**config.mk**
```make
export PLATFORM = sky130hd
export DESIGN_NAME = space_game_top
export DESIGN_NICKNAME = d
export VERILOG_FILES = /design/src/rtl/invaders_pkg.sv /design/src/rtl/cannon_lasers.sv /design/src/rtl/first_hit_select.sv /design/src/rtl/invader_table.sv /design/src/rtl/march_fsm.sv /design/src/rtl/pixel_renderer.sv /design/src/rtl/slot_counter.sv /design/src/rtl/space_game_top.sv
export SDC_FILE = /design/constraint.sdc
export NUM_CORES = 2
export LEC_CHECK = 0
export ABC_AREA = 0
export CORE_ASPECT_RATIO = 1.2
export CORE_MARGIN = 2
export CORE_UTILIZATION = 46
export CTS_CLUSTER_SIZE = 16
export DETAILED_ROUTE_END_ITERATION = 6
export DONT_BUFFER_PORTS = 1
export GPL_TIMING_DRIVEN = 0
export PLACE_DENSITY = 0.62
export SYNTH_ARGS = -nofsm -noshare
export SYNTH_HDL_FRONTEND = slang
export SYNTH_SLANG_ARGS = --single-unit
```
**constraint.sdc**
```tcl
create_clock -name clk25M -period 4.2 [get_ports clk25M]
set_input_delay 0 -clock clk25M [delete_from_list [all_inputs] [get_ports clk25M]]
set_output_delay 0 -clock clk25M [all_outputs]
set_load 0.1 [all_outputs]
```
**src/rtl/invaders_pkg.sv**
```systemverilog
package invaders_pkg;

    typedef logic [11:0] coord_t;
    typedef logic [11:0] color_t;
    typedef logic [2:0]  slot_t;

    localparam int FIELD_WIDTH    = 640;
    localparam int NUM_INVADERS   = 8;
    localparam int NUM_LASERS     = 4;
    localparam int LASER_IDX_W    = $clog2(NUM_LASERS);
    localparam int INVADER_SIZE   = 32;
    localparam int CANNON_SIZE    = 32;
    localparam int CANNON_V       = 448;
    localparam int CANNON_STEP    = 2;
    localparam int CANNON_INIT_H  = 304;
    localparam int LASER_LEN      = 20;
    localparam int LASER_STEP     = 4;
    localparam int LASER_OFFSET_H = 16;
    localparam int DOWN_STEP      = 8;

    localparam color_t CANNON_COLOR = 12'hff0;
    localparam color_t LASER_COLOR  = 12'hfff;

    // alive | vpos | hpos | color
    typedef struct packed {
        logic   alive;
        coord_t vpos;
        coord_t hpos;
        color_t color;
    } invader_t;

    typedef struct packed {
        logic   active;
        coord_t vpos;
        coord_t hpos;
        color_t color;
    } laser_t;

    // two rows of four
    localparam invader_t INVADER_INIT [NUM_INVADERS] = '{
        '{1'b1, 12'd0,  12'd128, 12'hf00},
        '{1'b1, 12'd0,  12'd192, 12'h0f0},
        '{1'b1, 12'd0,  12'd256, 12'h00f},
        '{1'b1, 12'd0,  12'd320, 12'hf0f},
        '{1'b1, 12'd64, 12'd128, 12'h0ff},
        '{1'b1, 12'd64, 12'd192, 12'hf80},
        '{1'b1, 12'd64, 12'd256, 12'h8f0},
        '{1'b1, 12'd64, 12'd320, 12'h88f}
    };

    typedef enum logic [1:0] {
        DIR_RIGHT,
        DIR_DOWN,
        DIR_LEFT
    } dir_t;

    typedef enum logic [2:0] {
        PH_IDLE,
        PH_SCAN,
        PH_MOVE,
        PH_CANNON,
        PH_LASERS
    } phase_t;

    localparam int UPDATE_CYCLES = 2 * NUM_INVADERS + 1 + NUM_LASERS;

endpackage

```
**src/rtl/cannon_lasers.sv**
```systemverilog
`timescale 1ns/100ps

module cannon_lasers (
    input  logic                 clk25M,
    input  logic                 reset,
    input  invaders_pkg::phase_t phase,
    input  invaders_pkg::slot_t  slot,
    input  logic                 btn_left,
    input  logic                 btn_right,
    input  logic                 btn_fire,
    output invaders_pkg::coord_t cannon_h,
    output invaders_pkg::laser_t lasers [invaders_pkg::NUM_LASERS]
);

    logic [invaders_pkg::LASER_IDX_W-1:0] lidx;
    invaders_pkg::laser_t                 cur;
    logic [12:0]                          right_end;
    logic                                 fire_q;
    logic                                 spawned;

    assign lidx      = slot[invaders_pkg::LASER_IDX_W-1:0];
    assign cur       = lasers[lidx];
    assign right_end = {1'b0, cannon_h} +
                       13'(invaders_pkg::CANNON_SIZE + invaders_pkg::CANNON_STEP);

    always_ff @(posedge clk25M) begin
        if (reset) begin
            cannon_h <= invaders_pkg::coord_t'(invaders_pkg::CANNON_INIT_H);
            fire_q   <= 1'b0;
            spawned  <= 1'b0;
            for (int i = 0; i < invaders_pkg::NUM_LASERS; i++) begin
                lasers[i].active <= 1'b0;
            end
        end else if (phase == invaders_pkg::PH_CANNON) begin
            fire_q  <= btn_fire;
            spawned <= 1'b0;
            if (btn_left && cannon_h >= invaders_pkg::coord_t'(invaders_pkg::CANNON_STEP)) begin
                cannon_h <= cannon_h - invaders_pkg::coord_t'(invaders_pkg::CANNON_STEP);
            end else if (btn_right && right_end <= 13'(invaders_pkg::FIELD_WIDTH)) begin
                cannon_h <= cannon_h + invaders_pkg::coord_t'(invaders_pkg::CANNON_STEP);
            end
        end else if (phase == invaders_pkg::PH_LASERS) begin
            if (cur.active) begin
                // rise, or retire at the top
                if (cur.vpos >= invaders_pkg::coord_t'(invaders_pkg::LASER_STEP)) begin
                    lasers[lidx].vpos <= cur.vpos -
                        invaders_pkg::coord_t'(invaders_pkg::LASER_STEP);
                end else begin
                    lasers[lidx].active <= 1'b0;
                end
            end else if (fire_q && !spawned) begin
                lasers[lidx].active <= 1'b1;
                lasers[lidx].vpos   <= invaders_pkg::coord_t'(invaders_pkg::CANNON_V -
                                                             invaders_pkg::LASER_LEN);
                lasers[lidx].hpos   <= cannon_h +
                                       invaders_pkg::coord_t'(invaders_pkg::LASER_OFFSET_H);
                lasers[lidx].color  <= invaders_pkg::LASER_COLOR;
                spawned             <= 1'b1;
            end
        end
    end

endmodule

```
**src/rtl/first_hit_select.sv**
```systemverilog
`timescale 1ns/100ps

module first_hit_select #(
    parameter type entry_t     = logic,
    parameter int  NUM_ENTRIES = 1
) (
    input  logic [NUM_ENTRIES-1:0] hit,
    input  entry_t                 entries [NUM_ENTRIES],
    output logic                   any_hit,
    output entry_t                 chosen
);

    assign any_hit = |hit;

    // walk down so the lowest index wins
    always_comb begin
        chosen = '0;
        for (int i = NUM_ENTRIES - 1; i >= 0; i--) begin
            if (hit[i]) chosen = entries[i];
        end
    end

endmodule

```
**src/rtl/invader_table.sv**
```systemverilog
`timescale 1ns/100ps

module invader_table (
    input  logic                   clk25M,
    input  logic                   reset,
    input  invaders_pkg::phase_t   phase,
    input  invaders_pkg::dir_t     dir,
    input  logic                   move_en,
    input  invaders_pkg::slot_t    slot,
    input  logic [3:0]             speed,
    output logic                   edge_hit,
    output invaders_pkg::invader_t invaders [invaders_pkg::NUM_INVADERS]
);

    invaders_pkg::invader_t cur;
    logic [12:0]            right_end;
    logic                   edge_now;
    logic                   edge_acc;

    assign cur       = invaders[slot];
    assign right_end = {1'b0, cur.hpos} + 13'(invaders_pkg::INVADER_SIZE) + 13'(speed);

    // edge test of the addressed slot
    always_comb begin
        edge_now = 1'b0;
        if (phase == invaders_pkg::PH_SCAN && cur.alive) begin
            case (dir)
                invaders_pkg::DIR_RIGHT:
                    edge_now = (right_end > 13'(invaders_pkg::FIELD_WIDTH));
                invaders_pkg::DIR_LEFT:
                    edge_now = (cur.hpos < invaders_pkg::coord_t'(speed));
                default:
                    edge_now = 1'b0;
            endcase
        end
    end

    always_ff @(posedge clk25M) begin
        if (reset || phase == invaders_pkg::PH_IDLE) begin
            edge_acc <= 1'b0;
        end else if (edge_now) begin
            edge_acc <= 1'b1;
        end
    end

    // includes the slot under test, so the last scan cycle counts
    assign edge_hit = edge_acc | edge_now;

    always_ff @(posedge clk25M) begin
        if (reset) begin
            for (int i = 0; i < invaders_pkg::NUM_INVADERS; i++) begin
                invaders[i] <= invaders_pkg::INVADER_INIT[i];
            end
        end else if (phase == invaders_pkg::PH_MOVE && move_en && cur.alive) begin
            case (dir)
                invaders_pkg::DIR_RIGHT:
                    invaders[slot].hpos <= cur.hpos + invaders_pkg::coord_t'(speed);
                invaders_pkg::DIR_LEFT:
                    invaders[slot].hpos <= cur.hpos - invaders_pkg::coord_t'(speed);
                default:
                    invaders[slot].vpos <= cur.vpos +
                        invaders_pkg::coord_t'(invaders_pkg::DOWN_STEP);
            endcase
        end
    end

endmodule

```
**src/rtl/march_fsm.sv**
```systemverilog
`timescale 1ns/100ps

module march_fsm (
    input  logic                 clk25M,
    input  logic                 reset,
    input  logic                 frame_tick,
    input  logic                 march_en,
    input  logic                 last_slot,
    input  logic                 edge_hit,
    output invaders_pkg::phase_t phase,
    output invaders_pkg::dir_t   dir,
    output logic                 move_en,
    output logic                 update_busy
);

    invaders_pkg::dir_t last_h;
    logic               march_q;
    logic               edge_q;

    always_ff @(posedge clk25M) begin
        if (reset) begin
            phase <= invaders_pkg::PH_IDLE;
        end else begin
            case (phase)
                invaders_pkg::PH_IDLE: begin
                    if (frame_tick) phase <= invaders_pkg::PH_SCAN;
                end
                invaders_pkg::PH_SCAN: begin
                    if (last_slot) phase <= invaders_pkg::PH_MOVE;
                end
                invaders_pkg::PH_MOVE: begin
                    if (last_slot) phase <= invaders_pkg::PH_CANNON;
                end
                invaders_pkg::PH_CANNON: begin
                    if (last_slot) phase <= invaders_pkg::PH_LASERS;
                end
                invaders_pkg::PH_LASERS: begin
                    if (last_slot) phase <= invaders_pkg::PH_IDLE;
                end
                default: phase <= invaders_pkg::PH_IDLE;
            endcase
        end
    end

    // scan result and march enable held through the move phase
    always_ff @(posedge clk25M) begin
        if (reset) begin
            march_q <= 1'b0;
            edge_q  <= 1'b0;
            dir     <= invaders_pkg::DIR_RIGHT;
            last_h  <= invaders_pkg::DIR_RIGHT;
        end else if (phase == invaders_pkg::PH_SCAN && last_slot) begin
            march_q <= march_en;
            edge_q  <= edge_hit;
        end else if (phase == invaders_pkg::PH_MOVE && last_slot && march_q) begin
            if (dir == invaders_pkg::DIR_DOWN) begin
                // reverse after the step down
                dir <= (last_h == invaders_pkg::DIR_RIGHT) ? invaders_pkg::DIR_LEFT
                                                           : invaders_pkg::DIR_RIGHT;
            end else if (edge_q) begin
                last_h <= dir;
                dir    <= invaders_pkg::DIR_DOWN;
            end
        end
    end

    assign move_en     = march_q & ~edge_q;
    assign update_busy = (phase != invaders_pkg::PH_IDLE);

endmodule

```
**src/rtl/pixel_renderer.sv**
```systemverilog
`timescale 1ns/100ps

module pixel_renderer (
    input  logic                   clk25M,
    input  logic                   reset,
    input  invaders_pkg::coord_t   whpos,
    input  invaders_pkg::coord_t   wvpos,
    input  logic                   write_en,
    input  invaders_pkg::invader_t invaders [invaders_pkg::NUM_INVADERS],
    input  invaders_pkg::coord_t   cannon_h,
    input  invaders_pkg::laser_t   lasers [invaders_pkg::NUM_LASERS],
    output invaders_pkg::color_t   vdin
);

    logic [invaders_pkg::NUM_INVADERS-1:0] inv_hit;
    logic [invaders_pkg::NUM_LASERS-1:0]   las_hit;
    logic                                  cannon_hit;
    logic                                  inv_any;
    logic                                  las_any;
    invaders_pkg::invader_t                inv_pick;
    invaders_pkg::laser_t                  las_pick;
    logic [12:0]                           wh;
    logic [12:0]                           wv;

    // one extra bit so square ends never wrap
    assign wh = {1'b0, whpos};
    assign wv = {1'b0, wvpos};

    for (genvar i = 0; i < invaders_pkg::NUM_INVADERS; i++) begin : g_inv
        assign inv_hit[i] = invaders[i].alive
            && whpos >= invaders[i].hpos
            && wh < {1'b0, invaders[i].hpos} + 13'(invaders_pkg::INVADER_SIZE)
            && wvpos >= invaders[i].vpos
            && wv < {1'b0, invaders[i].vpos} + 13'(invaders_pkg::INVADER_SIZE);
    end

    // lasers are 3 pixels wide around hpos
    for (genvar i = 0; i < invaders_pkg::NUM_LASERS; i++) begin : g_las
        assign las_hit[i] = lasers[i].active
            && wh + 13'd1 >= {1'b0, lasers[i].hpos}
            && wh <= {1'b0, lasers[i].hpos} + 13'd1
            && wvpos >= lasers[i].vpos
            && wv < {1'b0, lasers[i].vpos} + 13'(invaders_pkg::LASER_LEN);
    end

    assign cannon_hit = whpos >= cannon_h
        && wh < {1'b0, cannon_h} + 13'(invaders_pkg::CANNON_SIZE)
        && wv >= 13'(invaders_pkg::CANNON_V)
        && wv < 13'(invaders_pkg::CANNON_V + invaders_pkg::CANNON_SIZE);

    first_hit_select #(
        .entry_t     (invaders_pkg::invader_t),
        .NUM_ENTRIES (invaders_pkg::NUM_INVADERS)
    ) i_inv_pick (
        .hit     (inv_hit),
        .entries (invaders),
        .any_hit (inv_any),
        .chosen  (inv_pick)
    );

    first_hit_select #(
        .entry_t     (invaders_pkg::laser_t),
        .NUM_ENTRIES (invaders_pkg::NUM_LASERS)
    ) i_las_pick (
        .hit     (las_hit),
        .entries (lasers),
        .any_hit (las_any),
        .chosen  (las_pick)
    );

    // invaders over cannon over lasers
    always_ff @(posedge clk25M) begin
        if (reset || !write_en) begin
            vdin <= '0;
        end else if (inv_any) begin
            vdin <= inv_pick.color;
        end else if (cannon_hit) begin
            vdin <= invaders_pkg::CANNON_COLOR;
        end else if (las_any) begin
            vdin <= las_pick.color;
        end else begin
            vdin <= '0;
        end
    end

endmodule

```
**src/rtl/slot_counter.sv**
```systemverilog
`timescale 1ns/100ps

module slot_counter (
    input  logic                 clk25M,
    input  logic                 reset,
    input  invaders_pkg::phase_t phase,
    output invaders_pkg::slot_t  slot,
    output logic                 last_slot
);

    // back to 0 whenever the phase advances
    always_ff @(posedge clk25M) begin
        if (reset || phase == invaders_pkg::PH_IDLE || last_slot) begin
            slot <= '0;
        end else begin
            slot <= slot + 1'b1;
        end
    end

    always_comb begin
        case (phase)
            invaders_pkg::PH_SCAN,
            invaders_pkg::PH_MOVE:
                last_slot = (slot == invaders_pkg::slot_t'(invaders_pkg::NUM_INVADERS - 1));
            invaders_pkg::PH_CANNON:
                last_slot = (slot == '0);
            invaders_pkg::PH_LASERS:
                last_slot = (slot == invaders_pkg::slot_t'(invaders_pkg::NUM_LASERS - 1));
            default:
                last_slot = 1'b0;
        endcase
    end

endmodule

```
**src/rtl/space_game_top.sv**
```systemverilog
`timescale 1ns/100ps

module space_game_top (
    input  logic                 clk25M,
    input  logic                 reset,
    input  logic                 frame_tick,
    input  logic                 march_en,
    input  logic [3:0]           speed,
    input  logic                 btn_left,
    input  logic                 btn_right,
    input  logic                 btn_fire,
    input  invaders_pkg::coord_t whpos,
    input  invaders_pkg::coord_t wvpos,
    input  logic [18:0]          write_addr_in,
    input  logic                 write_en,
    output logic [18:0]          write_addr_out,
    output logic                 write_en_out,
    output invaders_pkg::color_t vdin,
    output logic                 update_busy
);

    invaders_pkg::phase_t   phase;
    invaders_pkg::dir_t     dir;
    logic                   move_en;
    invaders_pkg::slot_t    slot;
    logic                   last_slot;
    logic                   edge_hit;
    invaders_pkg::invader_t invaders [invaders_pkg::NUM_INVADERS];
    invaders_pkg::coord_t   cannon_h;
    invaders_pkg::laser_t   lasers [invaders_pkg::NUM_LASERS];

    march_fsm i_march (
        .clk25M      (clk25M),
        .reset       (reset),
        .frame_tick  (frame_tick),
        .march_en    (march_en),
        .last_slot   (last_slot),
        .edge_hit    (edge_hit),
        .phase       (phase),
        .dir         (dir),
        .move_en     (move_en),
        .update_busy (update_busy)
    );

    slot_counter i_slots (
        .clk25M    (clk25M),
        .reset     (reset),
        .phase     (phase),
        .slot      (slot),
        .last_slot (last_slot)
    );

    invader_table i_invaders (
        .clk25M   (clk25M),
        .reset    (reset),
        .phase    (phase),
        .dir      (dir),
        .move_en  (move_en),
        .slot     (slot),
        .speed    (speed),
        .edge_hit (edge_hit),
        .invaders (invaders)
    );

    cannon_lasers i_cannon (
        .clk25M    (clk25M),
        .reset     (reset),
        .phase     (phase),
        .slot      (slot),
        .btn_left  (btn_left),
        .btn_right (btn_right),
        .btn_fire  (btn_fire),
        .cannon_h  (cannon_h),
        .lasers    (lasers)
    );

    pixel_renderer i_render (
        .clk25M   (clk25M),
        .reset    (reset),
        .whpos    (whpos),
        .wvpos    (wvpos),
        .write_en (write_en),
        .invaders (invaders),
        .cannon_h (cannon_h),
        .lasers   (lasers),
        .vdin     (vdin)
    );

    // keeps address and strobe aligned with vdin
    always_ff @(posedge clk25M) begin
        write_addr_out <= write_addr_in;
        if (reset) begin
            write_en_out <= 1'b0;
        end else begin
            write_en_out <= write_en;
        end
    end

endmodule

```
==> flow_summary.json <==
{
  "drc_errors": 0,
  "insertion_delay_ns": 0.63,
  "tightest_slew_ns": 1.364,
  "clkTransAtPathRegs_ns": 0.06,
  "required_ns": 4.72,
  "cts.htree.levels": 2,
  "cpPeakStageDelay_ns": 0.59,
  "busiest_layer": "met2",
  "peakVddDrop_uv": 281.6,
  "yosys_warnings": 0,
  "instances_no_fill": 4981,
  "ant_nets": 0,
  "final-max-slew-violation-count": 0,
  "synth_edf_count": 96,
  "grt_max_degree": 27,
  "hold_path.class": "primary input to flop",
  "ys_seq_area_frac": 0.3003,
  "min_period_ns": 4.144,
  "synthTopCellsByArea": "dfxtp_1 21%, ha_1 20%, edfxtp_1 8.6%",
  "dp_hpwl_um": 88600,
  "grt_util_met3": 0.04733,
  "ys_async_sr_fraction": 0,
  "numPortBuffers": 0,
  "vias_per_cell": 6.051,
  "synth_seq_cells": 454,
  "drt_iter0_drc": 2451,
  "ys.flop_type": "dfxtp_1",
  "dpl_cell_area_um2": 34690,
  "crit_path_start_kind": "flop",
  "overflow": 0,
  "fin_ws_ns": 0.05565,
  "period_share": 0.9868,
  "clock-skew-final_ns": 0.03553,
  "numCtsBuffers": 52,
  "cp_max_fo": 10,
  "slowest_stage": "or4_4",
  "die_area_um2": 74930,
  "p_total_mw": 10.20,
  "rows": 108,
  "hold_viol_final": 0,
  "cts_tree": "done",
  "p_leak_nw": 14.98,
  "synthMostInstantiatedCell": "ha_1",
  "synth_area_um2": 33470,
  "grt_pass1_vias": 28726,
  "crit_path_cell_trace": "buf_12 -> inv_2 -> buf_8 -> nand3_4 -> buf_12 -> o22ai_1 -> or4_4 -> ha_4 -> o21bai_1 -> a21oi_2 -> or2_2 -> nor2_4 -> nand2b_4 -> nor3_4 -> xnor2_2 -> o2111ai_4 -> o221a_2",
  "initial_utilization": 0.4638,
  "core_um2": 72160,
  "rsz0062_at_grt": "yes",
  "drt-total-wl_um": 117900,
  "area_growth_pct": 12.27,
  "power_density_nw_per_um2": 271.6,
  "diodes": 0,
  "ioPinCount": 88,
  "synth.avg_cell_area_um2": 8.619,
  "grt_first_pass_wirelength_um": 176100,
  "cts-root-buf": "clkbuf_16",
  "routedWlPerCell_um": 23.67,
  "status": "finished clean",
  "setup_viol": 0,
  "placed_cells": 4821,
  "vias": 30139,
  "yosysTopAreaCellShare": 0.2142,
  "worstSetupPathType": "flop to flop",
  "worstPathArrival_ns": 4.66,
  "fin_util": 0.5207,
  "yosysTopAreaCell": "dfxtp_1",
  "syn-num-nets": 4484,
  "met1_usage": 0.3894,
  "cts.sinks": 454,
  "clockBufferDepth": 3,
  "place_ws_ns": -1.309,
  "synthCells": 3883,
  "cp-end-kind": "flop",
  "synth.distinct_cells": 92,
  "antenna_found_initial": 3,
  "yosys-top-cells-count": "544 x ha_1, 378 x inv_1, 358 x dfxtp_1, 297 x nand2_1, 289 x nor2_1",
  "use_met2": 0.5099,
  "final_nets": 4606,
  "final_area_um2": 37570,
  "dr.pass1.iters": 6,
  "track_usage": 0.3077,
  "fp.dieH_um": 299.5,
  "fmax_mhz": 241.3,
  "cpMostUsedCell": "buf_12",
  "gp_congestion": 0.9991,
  "max-slew-margin-rel": 0.08447,
  "max-cap-violations": 0,
  "layout-drive-gt1-share": 0.08428,
  "fp.dieW_um": 250.2
}
## what timing repair did
action                                  in CTS  in global routing
buffers inserted                            19                  5
hold endpoints to repair                    47                  0
endpoints found under the setup margin     227                122
gates resized for setup                     90                 62
pin swaps                                   16                 10
hold buffers                                44                  0
## sequential cells by signal, summed over array words and instances, names as in the netlist, 2 cells and up
name                 flops
i_invaders.invaders    296
i_cannon.lasers        100
write_addr_out          19
i_render.vdin           12
i_cannon.cannon_h       11
i_march.phase            3
i_slots.slot             3
i_march.dir              2
i_march.last_h           2
## stage by stage
step                TNS [ns]  hold slack, ns
floorplan                  0         0.02772
global placement     -153.30         0.02776
detailed placement   -117.90         0.02775
CTS                        0         0.07386
global route         -0.4717          0.1338
finish                     0         0.07451
## cell usage in the layout, fill, tap and decap left out, drive strengths merged, types with 142 or more instances in the layout
cell	instances
ha	544
inv	384
dfxtp	358
nand2	297
nor2	289
a21oi	248
clkbuf	177
o21ai	156
xnor2	149
nand3	142
## report_power, final
part           internal [mW]  leakage (nW)  switching, mW
Combinational          0.433          10.4          0.692
Clock                   2.54         0.822           1.98
Sequential              4.45          3.75          0.108
Total                   7.42          15.0           2.78
## final timing paths
| kind | start | end | slack, ns | depth (start not counted) |
|---|---|---|---|---|
| setup / recovery | i_slots.slot[2] | i_invaders.invaders[281] | 0.06 | 17 |
| hold / removal | speed[3] | i_invaders.invaders[237] | 0.07 | 6 |
| setup reg to reg | i_slots.slot[2] | i_invaders.invaders[281] | 0.06 | 17 |
| hold reg to reg | i_invaders.invaders[83] | i_invaders.invaders[83] | 0.44 | 1 |
## layout make-up
cell class	instances	area (um2)
Buffer	129	700.7
Clock buffer	79	1548
Clock inverter	16	95.09
Fill cell	6895	34590
Inverter	384	1445
Multi-Input combinational cell	2913	21900
Sequential cell	454	10060
Tap cell	935	1170
Timing Repair Buffer	71	648.1
## routing by layer
metal | part of all wire | vias up
met5 | 0 | -
li1 | - | 14342
met1 | 0.42 | 14304
met3 | 0.070 | 344
met4 | 0.061 | 0
met2 | 0.45 | 1149
## cell families after synthesis
logic type | synth area share
simple gates | 0.1757
compound gates | 0.1908
fa+ha+maj | 0.2046
buf+inv | 0.06042
flops | 0.3003
xor+xnor | 0.04558
mux | 0.02258
## critical path: cells and delay by family, from the launching register on
family          cells  cell delay [ns]
simple gates        6             1.46
compound gates      5             1.06
buf+inv             4             0.63
flops               1             0.41
fa+ha+maj           1             0.26
xor+xnor            1             0.19
(Power assumes the default switching activity.)
